$ cat config.mk
export PLATFORM = sky130hd
export DESIGN_NAME = key_irq
export DESIGN_NICKNAME = d
export VERILOG_FILES = /design/src/include/rv_board_bus_defs.svh /design/src/source/rv_board_bus_pkg.sv /design/src/source/key_irq.sv
export SDC_FILE = /design/constraint.sdc
export NUM_CORES = 1
export LEC_CHECK = 0
export BUFFER_PORTS_ARGS = -buffer_cell sky130_fd_sc_hd__clkbuf_2
export CAP_MARGIN = 0
export CORE_AREA = 10 10 47 49
export CTS_BUF_LIST = sky130_fd_sc_hd__clkbuf_8
export CTS_CLUSTER_DIAMETER = 40
export DETAILED_ROUTE_END_ITERATION = 12
export DIE_AREA = 0 0 57 59
export PLACE_DENSITY = 0.7
export RECOVER_POWER = 50
export SYNTH_ARGS = -nofsm -noshare
export SYNTH_HDL_FRONTEND = slang
export SYNTH_SLANG_ARGS = --single-unit
$ cat constraint.sdc
create_clock -name CLOCK_50 -period 1.23 [get_ports CLOCK_50]
set_input_delay 0.1845 -clock CLOCK_50 [delete_from_list [all_inputs] [get_ports CLOCK_50]]
set_output_delay 0.1845 -clock CLOCK_50 [all_outputs]
set_load 0.005 [all_outputs]
$ cat src/include/rv_board_bus_defs.svh
`ifndef RV_BOARD_BUS_DEFS_SVH
`define RV_BOARD_BUS_DEFS_SVH

// data RAM window
`define RAM_BASE 64'h0000_0000_0000_1000
`define RAM_BYTES 4096
// depth in 32-bit words
`define RAM_WORDS 1024

// keyboard data register, read only
`define KEY_ADDR 64'h0000_0000_0000_2000
// console write register
`define UART_ADDR 64'h0000_0000_0000_2008

// sd card control and status
`define SDC_ADDR 64'h0000_0000_0000_3000
`define SDC_READ 64'h0000_0000_0000_3008
`define SDC_READY 64'h0000_0000_0000_3010
`define SDC_AVAIL 64'h0000_0000_0000_3018

// sector buffer window, one byte per address
`define SDC_BASE 64'h0000_0000_0000_4000
`define SDC_BYTES 512

`endif

$ cat src/source/rv_board_bus_pkg.sv
package rv_board_bus_pkg;

    // bus side
    typedef logic [63:0] bus_addr_t;
    typedef logic [63:0] bus_data_t;

    // one ram word
    typedef logic [31:0] mem_word_t;

    // bit 2 unsigned on loads
    // low bits 00 byte, 01 half, 10 word, 11 double
    typedef logic [2:0] ls_type_t;

    // sd card side
    typedef logic [7:0] sd_byte_t;
    typedef logic [31:0] sd_sector_addr_t;
    typedef logic [8:0] sdc_index_t;

    typedef logic [3:0] irq_vector_t;

    // double access runs over two beats
    typedef enum logic {
        beat_first,
        beat_second
    } beat_t;

endpackage

$ cat src/source/key_irq.sv
`timescale 1ns/100ps

module key_irq (
    input  logic                          CLOCK_50,
    input  logic                          KEY0,
    input  logic                          key_pressed,
    input  logic                          int_ack,
    input  rv_board_bus_pkg::sd_byte_t    key_ascii,
    output rv_board_bus_pkg::sd_byte_t    key_code,
    output rv_board_bus_pkg::irq_vector_t int_vector
);

    logic key_pressed_d;
    logic key_rise;

    assign key_rise = key_pressed && !key_pressed_d;

    always_ff @(posedge CLOCK_50 or negedge KEY0) begin
        if (!KEY0) begin
            key_pressed_d <= 1'b0;
            key_code      <= '0;
            int_vector    <= '0;
        end else begin
            key_pressed_d <= key_pressed;
            // latch code on every new press
            if (key_rise) begin
                key_code <= key_ascii;
            end
            // ack wins over a new press
            if (int_ack) begin
                int_vector <= '0;
            end else if (key_rise && (key_ascii != '0)) begin
                // keyboard is vector 1
                int_vector <= rv_board_bus_pkg::irq_vector_t'(1);
            end
        end
    end

endmodule

# Yosys cells after proc, flatten, opt, wreduce, memory -nomap -nowiden
# Cells that the tools add are included.
# op_classes
reduce_logical,5
n_mux,2
# ops
op,count
$mux 4,2
$reduce_bool 8->1,1
$logic_and 1x1->1,2
$reduce_bool 2->1,1
$logic_not 1->1,1
# word_totals
output_inout_bits,12
register_bits,13
wordCells,10

# Logic depth before layout (Yosys ltp)
# logic_depth
ltp_word,5
mapped_depth,4
ltp_nobuf,3

# Worst setup path after synthesis
# Ideal clock, no wire load.
# synth_timing
path_type,reg2reg
startpoint,register key_pressed_d
endpoint,register key_code[0]
arrival_ns,0.887
setup_time_ns,0.125
n_path_buf,1
path_slack_ns,0.218
required_time_ns,1.105
path_stages_with_launch,4
cell_sequence,dfrtp_1 -> nand2b_4 -> buf_6 -> mux2_4
# synth_via
elab_chain_cells,2
# synth_lines
element,line,text
start: declaration,key_irq.sv:13,logic key_pressed_d;
start signal: assignment,key_irq.sv:24,key_pressed_d <= key_pressed;
$logic_not 1->1,key_irq.sv:16,assign key_rise = key_pressed && !key_pressed_d;
$logic_and 1x1->1,key_irq.sv:16,
end signal: assignment,key_irq.sv:27,key_code <= key_ascii;
end: declaration,key_irq.sv:9,"output rv_board_bus_pkg::sd_byte_t key_code,"
# Every way passes these cells.
# A chain may end at the register's enable or synchronous reset.

# Worst setup path in the final report
# Same ends and word-level chain as after synthesis.

==> impl_metrics.env <==
export IMPL_fp_dieH_um=59
export IMPL_root_buffer="clkbuf_8"
export IMPL_gr_total_overflow=0
export IMPL_antenna_found_initial=0
export IMPL_fill_cells=136
export IMPL_drv_slew=0
export IMPL_status="finished, final reports clean"
export IMPL_pwr_share_clk_pct=37.0
export IMPL_p_int_mw=0.6837
export IMPL_postLayoutCoreUtil_pct=42.05
export IMPL_synth_common_cells="dfrtp_1, mux2_4, buf_4, nor4_1"
export IMPL_pwr_share_comb_pct=17.7
export IMPL_max_slew_margin_rel_pct=65.04
export IMPL_fin_tns_setup_ns=0
export IMPL_synth_ff_type="dfrtp_1"
export IMPL_max_slew_worst_pin_slew_ns=0.5244
export IMPL_p_sw_share_pct=22.03
export IMPL_rsz0062_at_grt="false"
export IMPL_drive_gt1_share_pct=56.00
export IMPL_yosys_warnings=0
export IMPL_die_w_um=57
export IMPL_synth_seq_cells=10
export IMPL_nets=64
export IMPL_async_flop_share_pct=100.0
export IMPL_post_route_period_util_pct=81.62
export IMPL_start_util_pct=32.05
export IMPL_path_clk_slew_ns=0.04
export IMPL_syn_instance_count=28
export IMPL_h_tree_depth=1
export IMPL_io_buffers=20
export IMPL_max_vdd_ir_drop_mv=1.003
export IMPL_place_congestion=0.7575
export IMPL_first_pass_iters=3
export IMPL_yosys_cell_types_count=9
export IMPL_seqCellArea_um2=250.2
export IMPL_final_hold_violation_count=0
export IMPL_synth_area_top_cells="dfrtp_1, mux2_4, buf_4"
export IMPL_antenna_left=0
export IMPL_fmax_ghz=0.9961
export IMPL_switching_power_mw=0.1931
export IMPL_clk_latency_ns=0.23
export IMPL_drt_iter0_drc=1
export IMPL_setup_viol=0
export IMPL_yosys_area_top_type="dfrtp_1"
export IMPL_endpoint_kind="flip-flop"
export IMPL_diodes=0
export IMPL_synth_most_common_cell="dfrtp_1"
export IMPL_wl_per_cell_um=14.77
export IMPL_startpoint_type="flip-flop"
export IMPL_boundaryPins=24
export IMPL_yosysSeqAreaShare_pct=55.71
export IMPL_coreArea_mm2=0.001401
export IMPL_finClkSkew_ns=0.006279
export IMPL_critical_path_required_ns=1.34
export IMPL_dpl_cell_area_um2=543.0
export IMPL_synth_edf_count=0
export IMPL_multiInputGateArea_um2=172.7
export IMPL_dp_hpwl_um=810.6
export IMPL_path_class="reg2reg"
export IMPL_cts_tree="yes"
export IMPL_crit_fanout=9
export IMPL_syn_area_per_cell_um2=16.04
export IMPL_leakagePower_nw=0.3181
export IMPL_drc=0
export IMPL_cts_resized=0
export IMPL_vias=288
export IMPL_cellPowerDensity_mw_per_mm2=1488
export IMPL_grt_pass1_vias=356
export IMPL_p_seq_share_pct=45.2
export IMPL_grt_max_degree=11
export IMPL_yosysTopAreaCellShare_pct=55.71
export IMPL_grt_pass1_wl_mm=1.614
export IMPL_viasPerCell=4.364
export IMPL_fin_area_um2=589.3
export IMPL_drt_total_wl_um=975
export IMPL_grt_use_total_pct=6.092
export IMPL_areaGrowthSynthToFinish_pct=31.20
export IMPL_period_needed_ns=1.004
export IMPL_whs_ns=0.1297
export IMPL_dieArea_mm2=0.003363
export IMPL_syn_area_um2=449.2
export IMPL_clock_sinks=10
export IMPL_rows=14
export IMPL_cap_violations=0
export IMPL_hold_class="in2reg"
export IMPL_crit_arrival_ns=1.11
export IMPL_clockBufferDepth=2
export IMPL_post_cts_buffers=0
export IMPL_numCtsBuffers=3
-- flip-flops by register name (all words and copies together) (netlist names) --
name           count
key_code           8
key_pressed_d      1
int_vector         1
-- through the flow --
step                      worst slack (ns)  total power, mW  cells
after floorplan                     0.2183           0.4881     30
final                               0.2261           0.8768     66
after detailed placement            0.2221           0.5604     62
after CTS                           0.2227           0.8948     66
after global routing                0.1921           0.9286     66
after global placement              0.1826           0.5581     62
-- critical path: stages, from the launching register on --
cell and delay (ns):
dfrtp_1 0.35, nand2b_4 0.21, mux2_4 0.32
-- power groups by stage --
stage | clock network [mW] | logic [mW] | registers [mW]
2_1_floorplan | 0 | 0.0859 | 0.402
3_3_place_gp | 0 | 0.158 | 0.401
3_5_place_dp | 0 | 0.160 | 0.400
4_1_cts | 0.335 | 0.163 | 0.398
5_1_grt | 0.357 | 0.170 | 0.402
6_report | 0.325 | 0.156 | 0.397
-- layout make-up --
type | instances | share of cell area, %
Sequential cell | 10 | 42.46
Multi-Input combinational cell | 16 | 29.30
Timing Repair Buffer | 21 | 17.83
Clock buffer | 3 | 7.006
Tap cell | 16 | 3.397
-- kinds of logic after synthesis --
group / count (synthesis) / share of synthesized area, %
mux: 8 / 26.74
compound gates: 2 / 3.342
flops: 10 / 55.71
simple gates: 3 / 5.848
buf+inv: 4 / 7.520
other cells: 1 / 0.8349
-- timing repair --
| item | 4_1_cts | 5_1_grt |
|---|---|---|
| endpoints found under the setup margin | 0 | 0 |
| hold endpoints to repair | 10 | 0 |
| hold buffers | 1 | 0 |
-- cells in the final DEF, fill, tap and decap left out --
master and instances:
o21ba_1 1, dfrtp_1 10, conb_1 3, clkbuf_1 4, clkbuf_2 16, nand2b_4 1, mux2_4 8, nor4_1 2
dlygate4sd3_1 1, clkbuf_8 3, a21oi_1 1
-- metal layers --
layer	part of all wire, %	vias up	track usage, %
li1	-	137	-
met5	0	-	0
met2	59	9	11.63
met1	33	142	5.206
met3	7.9	0	4.721
met4	0	0	0
-- path summary, 6_finish.rpt --
| check | from | endpoint | slack, ns | cells past startpoint |
|---|---|---|---|---|
| worst max-delay path | key_pressed_d | key_code[0] | 0.23 | 2 |
| worst min-delay path | key_pressed | key_pressed_d | 0.13 | 1 |
| worst max register to register | key_pressed_d | key_code[0] | 0.23 | 2 |
| worst min register to register | int_vector[0] | int_vector[0] | 0.50 | 1 |
| max in group asynchronous | KEY0 | key_code[4] | 0.44 | 2 |
| min in group asynchronous | KEY0 | key_code[6] | 0.44 | 2 |
Note: power is estimated with default switching activity, not from simulation.
