[src/include/rv_board_bus_defs.svh]
`ifndef RV_BOARD_BUS_DEFS_SVH
`define RV_BOARD_BUS_DEFS_SVH

// data RAM window
`define RAM_BASE 64'h0000_0000_0000_1000
`define RAM_BYTES 4096
// depth in 32-bit words
`define RAM_WORDS 1024

// keyboard data register, read only
`define KEY_ADDR 64'h0000_0000_0000_2000
// console write register
`define UART_ADDR 64'h0000_0000_0000_2008

// sd card control and status
`define SDC_ADDR 64'h0000_0000_0000_3000
`define SDC_READ 64'h0000_0000_0000_3008
`define SDC_READY 64'h0000_0000_0000_3010
`define SDC_AVAIL 64'h0000_0000_0000_3018

// sector buffer window, one byte per address
`define SDC_BASE 64'h0000_0000_0000_4000
`define SDC_BYTES 512

`endif

[src/source/rv_board_bus_pkg.sv]
package rv_board_bus_pkg;

    // bus side
    typedef logic [63:0] bus_addr_t;
    typedef logic [63:0] bus_data_t;

    // one ram word
    typedef logic [31:0] mem_word_t;

    // bit 2 unsigned on loads
    // low bits 00 byte, 01 half, 10 word, 11 double
    typedef logic [2:0] ls_type_t;

    // sd card side
    typedef logic [7:0] sd_byte_t;
    typedef logic [31:0] sd_sector_addr_t;
    typedef logic [8:0] sdc_index_t;

    typedef logic [3:0] irq_vector_t;

    // double access runs over two beats
    typedef enum logic {
        beat_first,
        beat_second
    } beat_t;

endpackage

[src/source/sd_sector_buffer.sv]
`timescale 1ns/100ps
`include "rv_board_bus_defs.svh"

module sd_sector_buffer (
    input  logic                         CLOCK_50,
    input  logic                         KEY0,
    input  logic                         sd_byte_available,
    input  rv_board_bus_pkg::sd_byte_t   sd_dout,
    input  rv_board_bus_pkg::sdc_index_t sdc_index,
    output rv_board_bus_pkg::sd_byte_t   sdc_byte,
    output logic                         sdc_available
);

    rv_board_bus_pkg::sd_byte_t buffer [`SDC_BYTES];

    rv_board_bus_pkg::sdc_index_t fill_idx;
    logic                         byte_avail_d;
    logic                         byte_rise;
    logic                         sector_done;

    // one byte per rising edge of the strobe
    assign byte_rise = sd_byte_available && !byte_avail_d;

    always_ff @(posedge CLOCK_50) begin
        if (byte_rise) begin
            buffer[fill_idx] <= sd_dout;
        end
    end

    always_ff @(posedge CLOCK_50 or negedge KEY0) begin
        if (!KEY0) begin
            byte_avail_d  <= 1'b0;
            fill_idx      <= '0;
            sector_done   <= 1'b0;
            sdc_available <= 1'b0;
        end else begin
            byte_avail_d <= sd_byte_available;
            // set one cycle after the last byte lands
            sector_done  <= byte_rise && (fill_idx == '1);
            if (byte_rise) begin
                // 9-bit index wraps after 512
                fill_idx <= fill_idx + 1'b1;
            end
            if (sector_done) begin
                sdc_available <= 1'b1;
            end else if (byte_rise && (fill_idx == '0)) begin
                // next sector has started
                sdc_available <= 1'b0;
            end
        end
    end

    // bus read port
    assign sdc_byte = buffer[sdc_index];

endmodule

[config.mk]
export PLATFORM = sky130hd
export DESIGN_NAME = sd_sector_buffer
export DESIGN_NICKNAME = d
export VERILOG_FILES = /design/src/source/rv_board_bus_pkg.sv /design/src/source/sd_sector_buffer.sv
export VERILOG_INCLUDE_DIRS = /design/src /design/src/include
export SDC_FILE = /design/constraint.sdc
export NUM_CORES = 2
export LEC_CHECK = 0
export BUFFER_PORTS_ARGS = -buffer_cell sky130_fd_sc_hd__buf_2
export CAP_MARGIN = 20
export CORE_ASPECT_RATIO = 1.4
export CORE_MARGIN = 4
export CORE_UTILIZATION = 65
export DETAILED_ROUTE_END_ITERATION = 7
export PLACE_DENSITY = 0.81
export SYNTH_ARGS = -nofsm -noshare
export SYNTH_HDL_FRONTEND = slang
export SYNTH_SLANG_ARGS = --single-unit
[constraint.sdc]
create_clock -name CLOCK_50 -period 5.1 [get_ports CLOCK_50]
set_clock_uncertainty 0.15 [all_clocks]
set_input_delay 0.51 -clock CLOCK_50 [delete_from_list [all_inputs] [get_ports CLOCK_50]]
set_output_delay 0.51 -clock CLOCK_50 [all_outputs]
set_load 0.005 [all_outputs]
# Word level (Yosys, flattened, before mapping)
# Memory sizes are Yosys's and may differ from the RTL's.
# Index checks and enable logic that the tools add are counted.
dict set report classes {
  n_addsub 1
  eq_ne 1
  n_mux 4
  n_reduce_logical 6
}
# operator n
set op_table {}
lappend op_table {{adder 9 x 1 -> 9 bit (second input constant)} 1}
lappend op_table {{== test 9 bit (second input constant)} 1}
lappend op_table {{zero test 9 bit} 1}
lappend op_table {{two-way mux 1 bit} 4}
lappend op_table {{logical AND 1 bit} 3}
lappend op_table {{nonzero test 2 bit} 1}
lappend op_table {{zero test 1 bit} 1}
dict set report word_totals {
  reg_bits 12
  ramBits 4096
  input_bits 20
  out_inout_bits 9
  word_cells 17
  n_memories 1
}
# name words word_bits rd rd_clocked_by_memory_dff wr line_no
set memory_table {}
lappend memory_table {buffer 512 8 1 0 1 sd_sector_buffer.sv:14} ;# rv_board_bus_pkg::sd_byte_t buffer [`SDC_BYTES];

# Depth between registers and ports, before layout
dict set report logic_depth {
  word_depth 5
  mapped_depth 14
}

# Worst setup path before layout
# OpenSTA, ideal clock, no wires.
dict set report synth_timing {
  kind {input -> output}
  startpoint {input sdc_index[2]}
  endpoint {output sdc_byte[4]}
  t_arrival_ns 2.661
  path_slack_ns 1.779
  path_stages 11
  n_path_buf 4
  cell_sequence {buf_2 or2_1 buf_6 buf_6 buf_2 o221ai_1 a211oi_1 or3_1 nor4_1 o2111ai_1 nor4_2}
}
dict set report synth_between {
  elab_chain_cells 1
}
# element line_no
set synth_lines {}
lappend synth_lines {{start: declaration} sd_sector_buffer.sv:9} ;# input rv_board_bus_pkg::sdc_index_t sdc_index,
lappend synth_lines {{memory (512 x 8 bit)} -}
lappend synth_lines {{end: declaration} sd_sector_buffer.sv:10} ;# output rv_board_bus_pkg::sd_byte_t sdc_byte,
# Every way passes these cells.

# Worst setup path in the final report
dict set report layout_timing {
  startpoint {input sdc_index[0]}
  endpoint {output sdc_byte[1]}
}
# The elaborated chain is that of the path after synthesis.

==> out/metrics.yaml <==
p_seq_share_pct: 53.9
ant_nets: 0
synthToLayoutAreaGrowth_pct: 10.5
endpoint_kind: "output port"
grt_first_pass_wirelength_mm: 623
min_period_ns: 5.22
coreArea_um2: 247000
p_per_area_nw_per_um2: 387
grt_pass1_vias: 88250
critical_path_peak_fanout: 25
crit_type: "in2out"
post-route-period-util_pct: 102
required_ns: 4.44
status: "finished, violations left"
cp.arrival_ns: 4.56
p_comb_share_pct: 5.9
root_buffer: "clkbuf_16"
seq_area_frac_synth_pct: 76.4
start_util_pct: 65.3
slew_headroom_pct: 17.1
clk_pin_slew_ns: 0.06
fmax_mhz: 191
fin_nets: 8464
vias: 87955
track_usage_pct: 33.5
first_pass_iters: 8
post-cts-setup-buffers: 0
synthFlopType: "edfxtp_1"
gp_congestion: 1.01
wirelength_mm: 432
critPathLaunchType: "input pin"
switchingPower_uw: 15000
wl_per_cell_um: 36.0
synth_top_cell_by_area: "edfxtp_1"
drive_gt1_share_pct: 18.7
hp-class: "in2reg"
internal_power_uw: 54000
route.detailed.drc: 178
numClockSinks: 4108
setup_viol: 7
synthCells: 8193
finalPower_uw: 69000
synth_area_um2: 161000
synth_edf_count: 4096
dr.first_iter.drc_count: 15561
numCtsBuffers: 356
p_leak_uw: 0.0567
overflow: 0
syn-num-nets: 8218
grt_start_max_net_pins: 185
hold_viol_final: 4
final_cell_mix: "4,096 x edfxtp_1, 727 x mux2i_1, 667 x mux4_2"
synth_area_leaders: "edfxtp_1 76%, mux4_2 9.3%, mux2i_1 4.5%"
switching_share_pct: 21.7
worstMarginPinSlew_ns: 1.24
tns_ns: -0.447
setup_ws_ns: -0.123
holdWs_ns: -0.00389
cts-htree-levels: 5
synth.distinct_cells: 68
insertion_delay_ns: 0.88
die_h_um: 597
violations: "design-rule violations, negative hold slack, negative setup slack"
synthArstFlopShare_pct: 0.292
cts_max_path_buffers: 4
final_common_cell: "edfxtp_1"
clock_power_share_pct: 40.1
ys_warn_count: 0
chipWidth_um: 429
dieArea_um2: 256000
syn_avg_cell_area_um2: 19.7
synth_top_area_share_pct: 76.2
dp_hpwl_mm: 258
cts_tree: "built"
drv_slew: 0
ys_ff_latch: 4108
antenna_found_initial: 20
ir_worst_vdd_v: 0.000341
ios: 29
io_buffers: 28
via_per_inst: 7.32
rows: 216
drv_cap: 0
==> Yosys cell counts (all sizes together), types with 56 or more instances <==
cell / count
a211oi: 56
a21oi: 119
buf: 299
clkbuf: 213
edfxtp: 4096
mux2i: 727
mux4: 676
nand2: 150
nor2: 662
nor3: 201
nor4: 79
o21ai: 120
o221ai: 217
o22ai: 236
==> power by group through the flow <==
stage	sequential, uW	clock (uW)	combinational [uW]
global route	37200	29100	4150
floorplan	38000	0	1970
finish	37200	27700	4100
detailed placement	38000	0	3880
global placement	38000	0	3780
CTS	37200	27600	3950
==> registers in the layout, indices dropped and copies added, names as in the netlist <==
| register | count |
|---|---|
| byte_avail_d | 1 |
| sdc_available | 1 |
| fill_idx | 9 |
| buffer | 4096 |
| sector_done | 1 |
==> timing repair <==
action                                 CTS  global route
pin swaps                                0             2
hold buffers                             7             0
resized for setup                       14            15
cloned                                   0             0
endpoints found under the hold margin  113             0
setup endpoints to repair                6             7
==> cell families (layout without fill, tap and decap cells) <==
kind of cell,Yosys count,after routing,synth area share (%)
flops,4108,4108,76.4
compound gates,889,889,3.81
buf+inv,523,1049,2.22
simple gates,1258,1258,3.49
fa+ha+maj,5,5,0.0388
xor+xnor,7,7,0.0380
mux,1403,1403,14.0
other cells,0,21,0
==> layout make-up <==
type                       instances  area (um2)
antenna                           21        52.6
clock buffer                     425        9420
inverter                          10        47.5
tap                             3270        4090
fill                           13287       68800
clock inverter                   213        2280
multi-input combinational       3562       34700
timing repair buffer             401        4330
sequential                      4108      123000
==> path summary, 6_finish.rpt <==
path | from | end | slack (ns) | cells after the start
hold / removal | sd_dout[1] | buffer[310][1] | -0.004 | 1
min in group asynchronous | KEY0 | fill_idx[6] | 0.66 | 3
max in group asynchronous | KEY0 | fill_idx[4] | 3.62 | 3
setup reg to reg | fill_idx[6] | buffer[77][1] | 1.27 | 3
hold reg to reg | sector_done | sdc_available | 0.32 | 1
setup / recovery | sdc_index[0] | sdc_byte[1] | -0.12 | 15
==> worst max-delay path: stages <==
cell and delay [ns]:
buf_12 0.26, buf_12 0.25, buf_4 0.34, mux2i_1 0.17, o22ai_1 0.27, o22ai_1 0.12, a211oi_1 0.50, nand3_1 0.37
o31ai_4 0.43, buf_4 0.18, nor3_1 0.06, buf_4 0.20, buf_4 0.14, nor3_1 0.48, buf_2 0.23
==> stage by stage <==
stage	instances	instance area, um2	worst slack, ns	utilization (%)
6_report	12010	178000	-0.123	72.2
5_1_grt	11997	178000	-0.00433	72.2
4_1_cts	11988	178000	0.0178	72.1
3_5_place_dp	11343	166000	-0.510	67.3
3_3_place_gp	11341	166000	-0.548	67.3
2_1_floorplan	8193	161000	1.78	-
==> layer usage <==
| metal | up-vias | share of wire [%] | GRT usage (%) |
|---|---|---|---|
| met2 | 7737 | 48 | 53.4 |
| met1 | 43965 | 31 | 42.1 |
| met4 | 16 | 7.8 | 20.1 |
| met3 | 1909 | 13 | 8.56 |
| li1 | 34328 | - | - |
| met5 | - | 0.030 | 0.0754 |
Power figures use the tool's default switching activity.
