**src/include/rv_board_bus_defs.svh**
```systemverilog
`ifndef RV_BOARD_BUS_DEFS_SVH
`define RV_BOARD_BUS_DEFS_SVH

// data RAM window
`define RAM_BASE 64'h0000_0000_0000_1000
`define RAM_BYTES 4096
// depth in 32-bit words
`define RAM_WORDS 1024

// keyboard data register, read only
`define KEY_ADDR 64'h0000_0000_0000_2000
// console write register
`define UART_ADDR 64'h0000_0000_0000_2008

// sd card control and status
`define SDC_ADDR 64'h0000_0000_0000_3000
`define SDC_READ 64'h0000_0000_0000_3008
`define SDC_READY 64'h0000_0000_0000_3010
`define SDC_AVAIL 64'h0000_0000_0000_3018

// sector buffer window, one byte per address
`define SDC_BASE 64'h0000_0000_0000_4000
`define SDC_BYTES 512

`endif

```
**src/source/rv_board_bus_pkg.sv**
```systemverilog
package rv_board_bus_pkg;

    // bus side
    typedef logic [63:0] bus_addr_t;
    typedef logic [63:0] bus_data_t;

    // one ram word
    typedef logic [31:0] mem_word_t;

    // bit 2 unsigned on loads
    // low bits 00 byte, 01 half, 10 word, 11 double
    typedef logic [2:0] ls_type_t;

    // sd card side
    typedef logic [7:0] sd_byte_t;
    typedef logic [31:0] sd_sector_addr_t;
    typedef logic [8:0] sdc_index_t;

    typedef logic [3:0] irq_vector_t;

    // double access runs over two beats
    typedef enum logic {
        beat_first,
        beat_second
    } beat_t;

endpackage

```
**src/source/bus_responder.sv**
```systemverilog
`timescale 1ns/100ps

module bus_responder (
    input  logic                             CLOCK_50,
    input  logic                             KEY0,
    input  logic                             bus_read_enable,
    input  logic                             bus_write_enable,
    input  rv_board_bus_pkg::bus_data_t      bus_write_data,
    input  logic                             sel_ram,
    input  logic                             sel_key,
    input  logic                             sel_uart,
    input  logic                             sel_sdc_addr,
    input  logic                             sel_sdc_read,
    input  logic                             sel_sdc_ready,
    input  logic                             sel_sdc_avail,
    input  logic                             sel_sdc_buf,
    input  rv_board_bus_pkg::bus_data_t      ram_rdata,
    input  logic                             ram_last,
    input  rv_board_bus_pkg::sd_byte_t       key_code,
    input  rv_board_bus_pkg::sd_byte_t       sdc_byte,
    input  logic                             sdc_available,
    input  logic                             sd_ready,
    output logic                             ram_read,
    output logic                             ram_write,
    output rv_board_bus_pkg::bus_data_t      bus_read_data,
    output logic                             bus_read_done,
    output logic                             bus_write_done,
    output rv_board_bus_pkg::sd_sector_addr_t sd_addr,
    output logic                             sd_rd_start,
    output logic                             uart_write,
    output rv_board_bus_pkg::mem_word_t      uart_data
);

    logic                        read_beat;
    logic                        write_beat;
    logic                        read_finish;
    logic                        write_finish;
    rv_board_bus_pkg::bus_data_t read_value;

    // service beat: enable gone, done still low
    assign read_beat  = !bus_read_enable && !bus_read_done;
    assign write_beat = !bus_write_enable && !bus_write_done;

    assign ram_read  = read_beat && sel_ram;
    assign ram_write = write_beat && sel_ram;

    // ram may need a second beat, everything else finishes at once
    assign read_finish  = read_beat && (!sel_ram || ram_last);
    assign write_finish = write_beat && (!sel_ram || ram_last);

    // unmapped and write-only addresses read zero
    always_comb begin
        if (sel_ram) begin
            read_value = ram_rdata;
        end else if (sel_key) begin
            read_value = {56'd0, key_code};
        end else if (sel_sdc_ready) begin
            read_value = {63'd0, sd_ready};
        end else if (sel_sdc_avail) begin
            read_value = {63'd0, sdc_available};
        end else if (sel_sdc_buf) begin
            read_value = {56'd0, sdc_byte};
        end else begin
            read_value = '0;
        end
    end

    always_ff @(posedge CLOCK_50 or negedge KEY0) begin
        if (!KEY0) begin
            bus_read_done  <= 1'b1;
            bus_write_done <= 1'b1;
            bus_read_data  <= '0;
            sd_addr        <= '0;
            sd_rd_start    <= 1'b0;
            uart_write     <= 1'b0;
        end else begin
            // strobes last one cycle
            sd_rd_start <= 1'b0;
            uart_write  <= 1'b0;
            if (bus_read_enable) begin
                bus_read_done <= 1'b0;
            end
            if (bus_write_enable) begin
                bus_write_done <= 1'b0;
            end
            if (read_finish) begin
                bus_read_data <= read_value;
                bus_read_done <= 1'b1;
            end
            if (write_finish) begin
                bus_write_done <= 1'b1;
                if (sel_sdc_addr) begin
                    sd_addr <= bus_write_data[31:0];
                end
                if (sel_sdc_read) begin
                    sd_rd_start <= 1'b1;
                end
                if (sel_uart) begin
                    uart_write <= 1'b1;
                end
            end
        end
    end

    // console data, valid while uart_write is high
    always_ff @(posedge CLOCK_50) begin
        if (write_finish && sel_uart) begin
            uart_data <= bus_write_data[31:0];
        end
    end

endmodule

```
**config.mk**
```make
export PLATFORM = sky130hd
export DESIGN_NAME = bus_responder
export DESIGN_NICKNAME = d
export VERILOG_FILES = /design/src/include/rv_board_bus_defs.svh /design/src/source/rv_board_bus_pkg.sv /design/src/source/bus_responder.sv
export SDC_FILE = /design/constraint.sdc
export NUM_CORES = 1
export LEC_CHECK = 0
export BUFFER_PORTS_ARGS = -buffer_cell sky130_fd_sc_hd__buf_2
export CAP_MARGIN = 10
export CELL_PAD_IN_SITES_DETAIL_PLACEMENT = 2
export CELL_PAD_IN_SITES_GLOBAL_PLACEMENT = 2
export CORE_MARGIN = 2
export CORE_UTILIZATION = 24
export DETAILED_ROUTE_END_ITERATION = 16
export PLACE_DENSITY = 0.85
export SYNTH_ARGS = -nofsm -noshare
export SYNTH_HDL_FRONTEND = slang
export SYNTH_SLANG_ARGS = --single-unit
```
**constraint.sdc**
```tcl
create_clock -name CLOCK_50 -period 1.9 [get_ports CLOCK_50]
set_input_delay 0.38 -clock CLOCK_50 [delete_from_list [all_inputs] [get_ports CLOCK_50]]
set_output_delay 0.38 -clock CLOCK_50 [all_outputs]
set_load 0.03 [all_outputs]
```
# Yosys cells after proc, flatten, opt, wreduce, memory -nomap -nowiden
# Cells that the tools add are included.
dict set report classes {
  reduce_logical 16
  mux 13
}
# operator count
set op_table {}
lappend op_table {{64-bit two-way mux} 1}
lappend op_table {{8-bit two-way mux} 4}
lappend op_table {{1-bit two-way mux} 8}
lappend op_table {{1-bit logical AND} 7}
lappend op_table {{1-bit logical NOT} 5}
lappend op_table {{2-bit nonzero test} 2}
lappend op_table {{2-bit AND reduction} 1}
lappend op_table {{1-bit logical OR} 1}
dict set report totals {
  word_cells 36
  regBits 132
  in_bits 159
  output_inout_bits 134
}

# Depth between registers and ports, before layout
dict set report logic_depth {
  word_depth 5
  mapped_depth 5
  mapped_depth_nobuf 3
}

# Least setup slack after synthesis
# No wires, ideal clock.
dict set report synth_path {
  path_type {flip-flop to flip-flop}
  start {register bus_write_done}
  end {register uart_data[0], enable pin}
  path_slack_ps 13
  synth_period_minus_slack_ps 1887
  t_arrival_ps 1495
  setup_time_ps 393
  path_stages_with_launch 3
  cell_sequence {dfstp_2 nor2_1 and3_1}
}
dict set report synth_via {
  elab_chain_len 4
}
# element line_no
set synth_rtl {}
lappend synth_rtl {{start: declaration} bus_responder.sv:27} ;# output logic bus_write_done,
lappend synth_rtl {{start signal: assignment} bus_responder.sv:71} ;# bus_write_done <= 1'b1;
lappend synth_rtl {{start signal: assignment} bus_responder.sv:84} ;# bus_write_done <= 1'b0;
lappend synth_rtl {{start signal: assignment} bus_responder.sv:91} ;# bus_write_done <= 1'b1;
lappend synth_rtl {{1-bit logical NOT} bus_responder.sv:42} ;# assign write_beat = !bus_write_enable && !bus_write_done;
lappend synth_rtl {{1-bit logical AND} bus_responder.sv:42}
lappend synth_rtl {{1-bit logical AND} bus_responder.sv:49} ;# assign write_finish = write_beat && (!sel_ram || ram_last);
lappend synth_rtl {{1-bit logical AND} bus_responder.sv:107} ;# if (write_finish && sel_uart) begin
lappend synth_rtl {{end signal: assignment} bus_responder.sv:108} ;# uart_data <= bus_write_data[31:0];
lappend synth_rtl {{end: declaration} bus_responder.sv:31} ;# output rv_board_bus_pkg::mem_word_t uart_data
# No other way between the ends.
# A chain may end at the register's enable or synchronous reset.

# Final worst setup path
dict set report layout_path {
  start {register bus_read_done}
  end {output ram_read}
}
dict set report layout_via {
  elab_chain_len 3
}
# element line_no
set layout_rtl {}
lappend layout_rtl {{start: declaration} bus_responder.sv:26} ;# output logic bus_read_done,
lappend layout_rtl {{start signal: assignment} bus_responder.sv:70} ;# bus_read_done <= 1'b1;
lappend layout_rtl {{start signal: assignment} bus_responder.sv:81} ;# bus_read_done <= 1'b0;
lappend layout_rtl {{start signal: assignment} bus_responder.sv:88} ;# bus_read_done <= 1'b1;
lappend layout_rtl {{1-bit logical NOT} bus_responder.sv:41} ;# assign read_beat = !bus_read_enable && !bus_read_done;
lappend layout_rtl {{1-bit logical AND} bus_responder.sv:41}
lappend layout_rtl {{1-bit logical AND} bus_responder.sv:44} ;# assign ram_read = read_beat && sel_ram;
lappend layout_rtl {{end: declaration} bus_responder.sv:23} ;# output logic ram_read,
# No other way between the ends.

==> results.yml <==
routing:
  drt_iter0_drc: 111
  vias_per_cell: 4.41
  drc: 0
  ant_nets: 0
  wl_mm: 16.1
  via_count: 3727
  wl_per_cell_um: 19.0
  drt_first_pass_iters: 4
power_and_ir_drop:
  pwr_density_cell_nw_per_um2: 1190
  irDropWorstVdd_mv: 0.505
  switching_share_pct: 31.4
  internal-power_mw: 5.77
  power_switching_mw: 2.64
  power_leakage_nw: 3.51
  total_power_mw: 8.41
  clockPowerShare_pct: 38.8
  combPwrFrac_pct: 20.4
  p_seq_share_pct: 40.8
cts:
  clkLatencyLatePin_ps: 410
  cts_tree: "done"
  clock_path_buffers: 2
  numCtsBuffers: 17
  htreeDepth: 4
  cts.sinks: 132
  clkTransAtPathRegs_ps: 60
  root_buffer: "clkbuf_16"
synthesis:
  synth_warnings: 0
  ys_ff_latch: 132
  synth_edf_count: 32
  ys_types: 29
  syn-mean-instance-area_um2: 16.4
  synthesis.nets: 453
  netlist_area_um2: 4820
  seq_area_frac_synth_pct: 71.9
  syn_inst: 294
  synthArstFlopShare_pct: 75.8
  synth_ff_type: "dfrtp_1"
layout:
  drive_gt1_share_pct: 53.9
  nets: 725
  n_fill_cell: 2065
  area_growth_pct: 46.9
  post-route-util_pct: 36.1
die:
  rows: 51
  die_w_um: 146
  die_h_um: 146
  ioPinCount: 293
  initial_utilization_pct: 24.6
  coreArea_um2: 19600
  die_area_um2: 21200
placed_design:
  place_congestion: 0.829
  port_buffers: 260
  dp_slack_ps: 252
  dp.final_hpwl_mm: 12.4
worst_setup_path:
  worstPathRequired_ps: 1520
  crit_path_start_kind: "flip-flop"
  crit_path_end_kind: "output port"
  crit_path_max_fanout: 6
  worstPathArrival_ps: 1450
  critPathKind: "flip-flop to output port"
global_routing:
  grt_max_degree: 64
  grt_pass1_vias: 4293
  antenna_found_initial: 2
  overflow: 0
  grt_pass1_wl_mm: 25.3
  track_usage_pct: 15.4
timing:
  finalHoldViolCount: 0
  worst_slack_ps: 74.1
  grt_setup_unrepaired: "false"
  setup_viol: 0
  timing.hold.ws_ps: 132
  fin_tns_setup_ps: 0
  max_freq_mhz: 548
  tightestPinTransition_ps: 486
  finalCritPeriodShare_pct: 96.1
  worst_slew_margin_rel_pct: 67.6
  min_period_ps: 1830
  maxSlewViolCount: 0
  finClkSkew_ps: 6.49
hold_path:
  hold_path.class: "primary input to flip-flop"
outcome:
  status: "complete, no violations"
flow_run:
  max-cap-violations: 0
[metrics by stage]
stage,instance area (µm²),instances
2_1_floorplan,4820,294
3_3_place_gp,6470,811
3_5_place_dp,6470,811
4_1_cts,7080,844
5_1_grt,7080,845
6_report,7080,845
[logic make-up after synthesis]
kind of cell	count (synthesis)	synth area share, %
compound gates	82	14.1
buf+inv	20	2.70
flops	132	71.9
mux	32	7.48
simple gates	28	3.77
[worst max-delay path, stage by stage (launching register included)]
cell,delay [ps]
dfstp_2,590
nor2_1,110
and2_1,160
buf_2,170
[layout by cell type, fill, tap and decap left out, types with 6 or more instances in the layout]
cell type  instances
buf_2            259
dfrtp_1           98
a22o_1            56
edfxtp_1          32
mux2_1            30
clkbuf_16         17
a221oi_1           9
nor2b_1            7
o21ai_0            7
o31ai_1            7
buf_4              6
[state kept, by name, summed over array words and instances, names as in the netlist]
register,count
bus_read_data,64
bus_read_done,1
bus_write_done,1
sd_addr,32
sd_rd_start,1
uart_data,32
uart_write,1
[Yosys cell counts (3+ instances only)]
| cell | instances | area share [%] |
|---|---|---|
| mux2_1 | 30 | 7.0 |
| buf_6 | 5 | 1.2 |
| o21ai_0 | 7 | 0.73 |
| buf_2 | 11 | 1.1 |
| nand2_1 | 3 | 0.23 |
| o31ai_1 | 7 | 1.1 |
| a22o_1 | 56 | 10 |
| dfrtp_1 | 98 | 51 |
| a221oi_1 | 9 | 1.6 |
| and3_1 | 3 | 0.39 |
| nor2b_1 | 7 | 0.91 |
| nor2_1 | 6 | 0.47 |
| edfxtp_1 | 32 | 20 |
[final timing paths]
kind	startpoint	to	slack, ps	cells after the start
worst max-delay path	bus_read_done	ram_read	70	3
worst max register to register	bus_read_done	bus_read_data[60]	360	4
worst min-delay path	bus_write_enable	bus_write_done	130	2
worst min register to register	sd_addr[17]	sd_addr[17]	490	1
min in group asynchronous	KEY0	sd_addr[17]	480	2
max in group asynchronous	KEY0	bus_read_done	800	3
[power groups by stage]
| stage | logic [mW] | clock network, mW | registers (mW) |
|---|---|---|---|
| global route | 1.82 | 3.48 | 3.47 |
| global placement | 1.67 | 0 | 3.45 |
| detailed placement | 1.74 | 0 | 3.49 |
| floorplan | 0.347 | 0 | 4.12 |
| CTS | 1.75 | 3.36 | 3.44 |
| finish | 1.72 | 3.26 | 3.43 |
[routing by layer]
metal / wire, µm / track usage (%)
met2: 8750 / 28.0
met3: 902 / 4.48
met4: 306 / 5.98
met5: 0 / 0
met1: 6100 / 17.0
[cell type report]
type                    instances  area [µm²]  share of cell area [%]
multi-input cells             142        1230                    17.4
flip-flops and latches        132        3470                    48.9
inverters                       2        7.51                   0.106
clock buffers                  17         425                    6.01
well taps                     265         332                    4.68
repair buffers                271        1450                    20.5
clock inverters                15         168                    2.37
diodes                          1        2.50                  0.0353
[what timing repair did]
item	4_1_cts	5_1_grt
endpoints found under the setup margin	0	1
setup buffers	0	0
hold endpoints to repair	30	0
gates resized for setup	0	1
hold buffers	1	0
(Power assumes the default switching activity.)
