**src/include/rv_board_bus_defs.svh**
```systemverilog
`ifndef RV_BOARD_BUS_DEFS_SVH
`define RV_BOARD_BUS_DEFS_SVH

// data RAM window
`define RAM_BASE 64'h0000_0000_0000_1000
`define RAM_BYTES 4096
// depth in 32-bit words
`define RAM_WORDS 1024

// keyboard data register, read only
`define KEY_ADDR 64'h0000_0000_0000_2000
// console write register
`define UART_ADDR 64'h0000_0000_0000_2008

// sd card control and status
`define SDC_ADDR 64'h0000_0000_0000_3000
`define SDC_READ 64'h0000_0000_0000_3008
`define SDC_READY 64'h0000_0000_0000_3010
`define SDC_AVAIL 64'h0000_0000_0000_3018

// sector buffer window, one byte per address
`define SDC_BASE 64'h0000_0000_0000_4000
`define SDC_BYTES 512

`endif

```
**src/source/rv_board_bus_pkg.sv**
```systemverilog
package rv_board_bus_pkg;

    // bus side
    typedef logic [63:0] bus_addr_t;
    typedef logic [63:0] bus_data_t;

    // one ram word
    typedef logic [31:0] mem_word_t;

    // bit 2 unsigned on loads
    // low bits 00 byte, 01 half, 10 word, 11 double
    typedef logic [2:0] ls_type_t;

    // sd card side
    typedef logic [7:0] sd_byte_t;
    typedef logic [31:0] sd_sector_addr_t;
    typedef logic [8:0] sdc_index_t;

    typedef logic [3:0] irq_vector_t;

    // double access runs over two beats
    typedef enum logic {
        beat_first,
        beat_second
    } beat_t;

endpackage

```
**src/source/addr_decoder.sv**
```systemverilog
`timescale 1ns/100ps
`include "rv_board_bus_defs.svh"

module addr_decoder (
    input  rv_board_bus_pkg::bus_addr_t  bus_address,
    output logic                         sel_ram,
    output logic                         sel_key,
    output logic                         sel_uart,
    output logic                         sel_sdc_addr,
    output logic                         sel_sdc_read,
    output logic                         sel_sdc_ready,
    output logic                         sel_sdc_avail,
    output logic                         sel_sdc_buf,
    output rv_board_bus_pkg::sdc_index_t sdc_index
);

    // byte offset into the sector buffer window
    rv_board_bus_pkg::bus_addr_t buf_offset;

    // ram range
    assign sel_ram = (bus_address >= `RAM_BASE) &&
                     (bus_address < (`RAM_BASE + `RAM_BYTES));

    // single registers
    assign sel_key       = (bus_address == `KEY_ADDR);
    assign sel_uart      = (bus_address == `UART_ADDR);
    assign sel_sdc_addr  = (bus_address == `SDC_ADDR);
    assign sel_sdc_read  = (bus_address == `SDC_READ);
    assign sel_sdc_ready = (bus_address == `SDC_READY);
    assign sel_sdc_avail = (bus_address == `SDC_AVAIL);

    // sector buffer range
    assign sel_sdc_buf = (bus_address >= `SDC_BASE) &&
                         (bus_address < (`SDC_BASE + `SDC_BYTES));

    assign buf_offset = bus_address - `SDC_BASE;
    // window is 512 bytes, low bits are the index
    assign sdc_index = buf_offset[$bits(rv_board_bus_pkg::sdc_index_t)-1:0];

endmodule

```
**config.mk**
```make
export PLATFORM = sky130hd
export DESIGN_NAME = addr_decoder
export DESIGN_NICKNAME = d
export VERILOG_FILES = /design/src/source/rv_board_bus_pkg.sv /design/src/source/addr_decoder.sv
export VERILOG_INCLUDE_DIRS = /design/src /design/src/include
export SDC_FILE = /design/constraint.sdc
export NUM_CORES = 1
export LEC_CHECK = 0
export BUFFER_PORTS_ARGS = -buffer_cell sky130_fd_sc_hd__buf_2
export CORE_MARGIN = 10
export CORE_UTILIZATION = 26
export DETAILED_ROUTE_END_ITERATION = 16
export PLACE_DENSITY = 0.91
export SETUP_SLACK_MARGIN = 0.02
export SLEW_MARGIN = 20
export SYNTH_ARGS = -nofsm -noshare
export SYNTH_HDL_FRONTEND = slang
export SYNTH_SLANG_ARGS = --single-unit
```
**constraint.sdc**
```tcl
create_clock -name vclk -period 1.5
set_input_delay 0.075 -clock vclk [all_inputs]
set_output_delay 0.075 -clock vclk [all_outputs]
set_load 0.01 [all_outputs]
```
## Yosys cells after proc, flatten, opt, wreduce, memory -nomap -nowiden

Index checks and enable logic that the tools add are counted.

| cells by class | value |
|---|---|
| equal/unequal tests | 6 |
| reductions and logical operators | 2 |
| magnitude comparators | 4 |
| $add $sub $neg | 1 |

Operators by type and width:

| cell | number |
|---|---|
| equality test 64 x 14 -> 1 bit, second input constant | 6 |
| >= comparator 64 x 13 -> 1 bit, second input constant | 1 |
| >= comparator 64 x 15 -> 1 bit, second input constant | 1 |
| less-than comparator 64 x 14 -> 1 bit, second input constant | 1 |
| less-than comparator 64 x 15 -> 1 bit, second input constant | 1 |
| subtractor 9 x 1 -> 9 bit, second input constant | 1 |
| logical AND 1 bit | 2 |

| word-level totals | value |
|---|---|
| input port bits | 64 |
| register bits after elaboration | 0 |
| logic and storage cells | 13 |
| output and inout bits | 17 |

## Longest topological paths before layout

Gate-level depths: netlist of the first run.

| logic depth | value |
|---|---|
| depth after elaboration | 2 |
| depth in mapped cells | 4 |
| mapped depth without buffers | 4 |

## Least setup slack after synthesis of the first run

No wires, ideal clock.

| path | value |
|---|---|
| path kind | input-to-output |
| start | in bus_address[34] |
| end | out sel_key |
| path slack | 389 ps |
| data required time | 1425 ps |
| buffers on the path | 0 |
| arrival time | 1036 ps |
| stages | 4 |
| cell sequence | nor4_2 -> nand4_1 -> nor4_2 -> and3b_1 |

| on the way | value |
|---|---|
| longest elaborated chain between the ends | 1 |

RTL lines:

| element | RTL line | text |
|---|---|---|
| start, declared | addr_decoder.sv:5 | `input rv_board_bus_pkg::bus_addr_t bus_address,` |
| equality test 64 x 14 -> 1 bit (no source line) | - |  |
| end, declared | addr_decoder.sv:7 | `output logic sel_key,` |

Every way passes these cells.

## Worst setup path in the final report of the first run

| path | value |
|---|---|
| start | in bus_address[33] |
| end | out sel_key |

The elaborated chain is that of the path after synthesis.

==> impl_metrics.tcl, run 1 <==
set metrics [dict create \
    syn-num-nets 112 \
    min_period_over_period 0.932 \
    avgRoutedWirePerCell_um 15.6 \
    fin_crit_ps 1400 \
    final-hold-violation-count 0 \
    avgSynthCellArea_um2 7.27 \
    io_pins 81 \
    synthAdderAreaFrac 0 \
    seq_area_frac_synth 0 \
    max_stage_delay_ps 360 \
    grt_pass1_wl_mm 2.88 \
    ir_drop_v 0.0000866 \
    die_area_um2 3210 \
    relSlewSlack 0.746 \
    synth_top_cell_area_share 0.194 \
    first_pass_iters 3 \
    grt_usage 0.102 \
    viasPerCell 4.89 \
    cp_max_fo 4 \
    utilization 0.588 \
    clock_buffers 0 \
    synth_top_family_by_area "simple AND/OR/NAND/NOR gates" \
    die_x_um 56.6 \
    n_fill_cell 120 \
    yosysUniqueCellTypes 15 \
    arrival_ps 1320 \
    final_common_cell "buf_2" \
    dr_total_vias 660 \
    synth-simple-area-share 0.774 \
    place.gp.congestion 0.761 \
    syn_inst 48 \
    place_ws_ps 62.4 \
    synth_area_um2 349 \
    antenna_cells 0 \
    nFlopsAndLatches 0 \
    cp-start-kind "input pin" \
    place_inst 135 \
    crit_path_end_kind "output port" \
    slew_violations 0 \
    drt_iter0_drc 12 \
    grt_max_degree 8 \
    routed_wl_mm 2.11 \
    hpwl_mm 1.94 \
    synth_top_cells_by_area "buf_4 19%, nor4_2 18%, nor4_1 16%, and4_1 7.5%, and4b_1 5.7%" \
    grt_overflow 0 \
    grt_setup_unrepaired "yes" \
    final.setup.tns_ps 0 \
    drc 0 \
    worst_ep_required_time_ps 1420 \
    hold_path_class "in -> out" \
    die_h_um 56.6 \
    cp_cell_sequence "buf_2 > nor4_2 > nand4_1 > nor4_4 > and3b_1 > buf_2" \
    final_layout_size_suffix_gt1_frac 0.725 \
    synthXorXnorAreaFrac 0 \
    initial_core_util 0.272 \
    synthMuxAreaShare 0 \
    worst_slew_pin_slew_ps 378 \
    area_growth_pct 116 \
    fmax_mhz 715 \
    multi_input_area_um2 313 \
    p_leak_nw 0.435 \
    synth_compound_gate_area_share 0.0323 \
    layoutNonFillerInstCount 135 \
    worst_slack_ps 102 \
    port_buffers 81 \
    grt_pass1_vias 714 \
    cp_common_cell "buf_2" \
    yosysWarnings 0 \
    register_area_um2 0 \
    most-common-layout-cells "78 x buf_2, 9 x nor4_1" \
    grt_antenna_before_repair 0 \
    setup_viol 0 \
    std_cell_rows 13 \
    cp_slowest_cell "nor4_4" \
    cap_violations 0 \
    yosys.area.top_type "buf_4" \
    critical_path_class "in -> out" \
    post_cts_buffers 0 \
    ant_nets 0 \
    status "finished clean" \
    layout.nets 186 \
    powerDensity_nw_per_um2 183 \
    ctsHoldBuffers 0 \
    coreArea_um2 1280 \
]
-- worst paths after layout --
check	startpoint	endpoint	depth (start not counted)	slack, ps
min	bus_address[7]	sdc_index[7]	2	350
max	bus_address[33]	sel_key	6	100
-- worst max-delay path, delay by kind of cell --
family | cells | cell delay, ps
simple gates | 4 | 1020
buf+inv | 2 | 230
-- area by class of cell --
type / count / area share
multi-input cells: 39 / 0.414
well taps: 15 / 0.0248
repair buffers: 81 / 0.561
-- through the flow --
stage / cell area [um2] / power, W / hold slack (ps)
4_1_cts: 706 / 0.000127 / 355
3_5_place_dp: 706 / 0.000127 / 355
6_report: 756 / 0.000138 / 353
5_1_grt: 756 / 0.000151 / 368
3_3_place_gp: 706 / 0.000123 / 353
2_1_floorplan: 349 / 0.0000389 / 242
-- repair_timing --
item	in CTS	in global routing
gates resized for setup	0	7
endpoints found under the hold margin	0	0
endpoints found under the setup margin	0	4
-- Yosys cell counts (all sizes together) --
cell / number
nor2b: 1
nand3: 1
o2111a: 1
nor3: 4
buf: 9
nand2: 2
and4: 3
nor2: 3
and3: 3
and4b: 2
and3b: 2
nand4: 2
nand2b: 1
nor4: 14
-- routing by layer --
| layer | share of wire | up-vias | global-route usage |
|---|---|---|---|
| met1 | 0.34 | 275 | 0.0868 |
| li1 | - | 336 | - |
| met5 | 0 | - | 0 |
| met2 | 0.47 | 49 | 0.188 |
| met4 | 0 | 0 | 0 |
| met3 | 0.19 | 0 | 0.0854 |
-- power breakdown --
part	internal [W]	leakage [nW]	switching (W)
Clock	0	0	0
Combinational	0.0000823	0.435	0.0000558
Sequential	0	0	0
Total	0.0000823	0.435	0.0000558
-- cells by family after synthesis --
family,count (synthesis)
AOI/OAI and AO/OA,1
and+or+nand+nor,38
buffers and inverters,9
Note: power is estimated with default switching activity, not from simulation.
==> inputs of run 2 (changes only) <==
- clock period: 1.5 -> 1.64 ns (I/O delays scaled with it)
==> impl_metrics.tcl, run 2 (synthesis gave the netlist of run 1 again) <==
set metrics [dict create \
    status "finished clean" \
    critical_path_class "in -> out" \
    antenna_cells 0 \
    fin_crit_ps 1450 \
    cp_common_cell "buf_2" \
    final_common_cell "buf_2" \
    routed_wl_mm 2.01 \
    p_comb_frac 1.000 \
    grt_antenna_before_repair 0 \
    final-hold-violation-count 0 \
    cap_violations 0 \
    grt_pass1_vias 714 \
    post_dp_cell_area_um2 706 \
    p_leak_nw 0.410 \
    critPathTopFamily "simple AND/OR/NAND/NOR gates" \
    setup_viol 0 \
    seq_power_share 0 \
    place.gp.congestion 0.761 \
    ir_drop_v 0.0000783 \
    ant_nets 0 \
    ctsHoldBuffers 0 \
    final.setup.tns_ps 0 \
    std_cell_rows 13 \
    drc 0 \
    worst_slew_pin_slew_ps 375 \
    port_buffers 81 \
    path_depth 6 \
    cp_slowest_cell "nor4_2" \
    viasPerCell 4.86 \
    die_area_um2 3210 \
    first_pass_iters 2 \
    utilization 0.549 \
    grt_setup_unrepaired "no" \
    slew_violations 0 \
    wl_met3_um 401 \
    power.clock.fraction 0 \
    powerDensity_nw_per_um2 163 \
    clock_buffers 0 \
    initial_core_util 0.272 \
    internal-power_w 0.0000696 \
    crit_path_end_kind "output port" \
    relSlewSlack 0.748 \
    max_stage_delay_ps 340 \
    coreArea_um2 1280 \
    cp_max_fo 4 \
    most-common-layout-cells "81 x buf_2, 9 x nor4_1, 5 x nor4_2" \
    final_layout_size_suffix_gt1_frac 0.717 \
    post_cts_buffers 0 \
    routed.top_layer "met3" \
    grt_overflow 0 \
    layout.nets 186 \
    min_period_over_period 0.881 \
    post_cts_resized 0 \
    area_growth_pct 102 \
    p_sw_frac 0.397 \
    hold_path_class "in -> out" \
    grt_max_degree 8 \
    grt_pass1_wl_mm 2.88 \
    grt_usage 0.102 \
    dr_total_vias 656 \
    hpwl_mm 1.94 \
    p_switching_w 0.0000458 \
    cp_cell_sequence "buf_2 > nor4_1 > nand4_1 > nor4_2 > and3b_1 > buf_2" \
    fmax_mhz 692 \
    avgRoutedWirePerCell_um 14.9 \
    wl_met1_um 657 \
    nFlopsAndLatches 0 \
    worst_ep_required_time_ps 1560 \
    wl_met2_um 948 \
    die_x_um 56.6 \
    die_h_um 56.6 \
    cp_num_buf_inv 2 \
    arrival_ps 1360 \
    drt_iter0_drc 11 \
    cp-start-kind "input pin" \
    register_area_um2 0 \
    fin_area_um2 706 \
    io_pins 81 \
    hold_path_depth 2 \
]
run 2: layout make-up:
class / instances / area [um2]
Fill cell: 122 / 579
Multi-Input combinational cell: 39 / 282
Tap cell: 15 / 18.8
Timing Repair Buffer: 81 / 405
run 2: per-stage QoR:
step	total power (W)	hold WS (ps)	setup WS, ps	std cells
final	0.000115	367	195	135
after global routing	0.000127	382	51.4	135
after CTS	0.000116	369	188	135
after detailed placement	0.000116	369	188	135
after global placement	0.000112	367	249	135
after floorplan	0.0000356	256	515	48
run 2: routing by layer:
layer | track usage | up-vias
met5 | 0 | -
met2 | 0.188 | 49
met3 | 0.0854 | 0
li1 | - | 337
met4 | 0 | 0
met1 | 0.0868 | 270
run 2: final timing paths:
path	start	end	slack (ps)
max	bus_address[57]	sel_key	190
min	bus_address[7]	sdc_index[7]	370
run 2: power groups by stage:
stage	logic, W	registers (W)	clock network [W]
2_1_floorplan	0.0000356	0	0
3_3_place_gp	0.000112	0	0
3_5_place_dp	0.000116	0	0
4_1_cts	0.000116	0	0
5_1_grt	0.000127	0	0
6_report	0.000115	0	0
==> inputs of run 3 (changes only) <==
- ABC_AREA: not set -> 1
- CORE_UTILIZATION: 26 -> 32
- PLACE_DENSITY: 0.91 -> 0.9
==> impl_metrics.tcl, run 3 <==
set metrics [dict create \
    status "finished clean" \
    synth_top_cell_area_share 0.357 \
    grt_antenna_before_repair 0 \
    n_fill_cell 178 \
    max_stage_delay_ps 180 \
    initial_core_util 0.335 \
    cp_max_fo 4 \
    avgSynthCellArea_um2 4.42 \
    worst_hold_slack_ps 362 \
    yosysMostFrequentCell "nor2_1" \
    ant_nets 0 \
    cp-start-kind "input pin" \
    avgRoutedWirePerCell_um 10.7 \
    grt_usage 0.106 \
    place.gp.congestion 0.735 \
    port_buffers 81 \
    grt_overflow 0 \
    cap_violations 0 \
    hold_path_class "in -> out" \
    multi_input_area_um2 388 \
    coreArea_um2 1510 \
    routed_wl_mm 2.17 \
    register_area_um2 0 \
    seq_area_frac_synth 0 \
    p_leak_nw 0.501 \
    yosys.area.top_type "nor2_1" \
    nFlopsAndLatches 0 \
    critical_path_class "in -> out" \
    crit_path_end_kind "output port" \
    drc 0 \
    cp_cell_sequence "buf_2 > nor2_1 > nand2_1 > nor2_2 > inv_2 > nor2_2 > nand2_1 > nor2_1 > buf_2" \
    utilization 0.572 \
    grt_pass1_wl_mm 3.22 \
    drt_iter0_drc 6 \
    cp_num_buf_inv 3 \
    viasPerCell 4.23 \
    grt_pass1_vias 804 \
    ctsHoldBuffers 0 \
    most-common-layout-cells "81 x buf_2, 48 x nor2_1, 26 x nand2_1" \
    std_cell_rows 14 \
    worst_slew_pin_slew_ps 204 \
    synth_top_cells_by_area "nor2_1 36%, nand2_1 19%, buf_4 13%, inv_1 8.2%, nand3_1 6.0%" \
    worst_ep_required_time_ps 1560 \
    relSlewSlack 0.864 \
    die_h_um 59.7 \
    fmax_mhz 940 \
    yosysWarnings 0 \
    arrival_ps 980 \
    grt_max_degree 6 \
    first_pass_iters 4 \
    min_period_over_period 0.649 \
    slew_violations 0 \
    powerDensity_nw_per_um2 155 \
    yosysUniqueCellTypes 13 \
    layout.nets 252 \
    synth_area_um2 504 \
    syn_inst 114 \
    fin_crit_ps 1060 \
    syn-num-nets 178 \
    synth_commonest_cells "48 x nor2_1, 26 x nand2_1, 11 x inv_1" \
    io_pins 81 \
    final-hold-violation-count 0 \
    post_cts_buffers 0 \
    antenna_cells 0 \
    critPathTopFamily "simple AND/OR/NAND/NOR gates" \
    area_growth_pct 71.0 \
    final_layout_size_suffix_gt1_frac 0.478 \
    final_common_cell "buf_2" \
    hpwl_mm 2.10 \
    final.setup.tns_ps 0 \
    clock_buffers 0 \
    post_cts_resized 0 \
    grt_setup_unrepaired "no" \
    die_x_um 59.7 \
    setup_viol 0 \
    dr_total_vias 855 \
    die_area_um2 3560 \
    cp_slowest_cell "nor2_2" \
    finalPower_w 0.000134 \
    ir_drop_v 0.0000837 \
]
-- run 3: cells by family (layout without fill, tap and decap cells) --
logic type | Yosys count | count (layout) | synth area share
AO/OA/AOI/OAI | 1 | 1 | 0.00992
buffers and inverters | 22 | 94 | 0.231
AND/OR/NAND/NOR | 91 | 91 | 0.759
-- run 3: area by class of cell --
class	instances	area share
Inverter	13	0.0566
Multi-Input combinational cell	92	0.450
Tap cell	16	0.0232
Timing Repair Buffer	81	0.470
-- run 3: final timing paths --
check | from | end | slack (ps) | cells after the start
max | bus_address[28] | sel_uart | 580 | 9
min | bus_address[8] | sdc_index[8] | 360 | 2
-- run 3: layer usage --
layer  track usage  part of all wire  vias to the layer above
met5             0                 0                        -
met4        0.0288             0.032                        0
met3        0.0381              0.10                        6
met2         0.222              0.55                       36
met1        0.0881              0.31                      333
li1              -                 -                      480
-- run 3: report_power, final --
group	leakage, nW	switching [W]	total (W)	internal [W]
Clock	0	0	0	0
Sequential	0	0	0	0
Combinational	0.501	0.0000572	0.000134	0.0000768
-- run 3: through the flow --
stage / area, um2 / worst slack (ps) / instances
6_report: 862 / 576 / 202
5_1_grt: 862 / 399 / 202
4_1_cts: 862 / 562 / 202
3_5_place_dp: 862 / 565 / 202
3_3_place_gp: 862 / 564 / 202
2_1_floorplan: 504 / 781 / 114
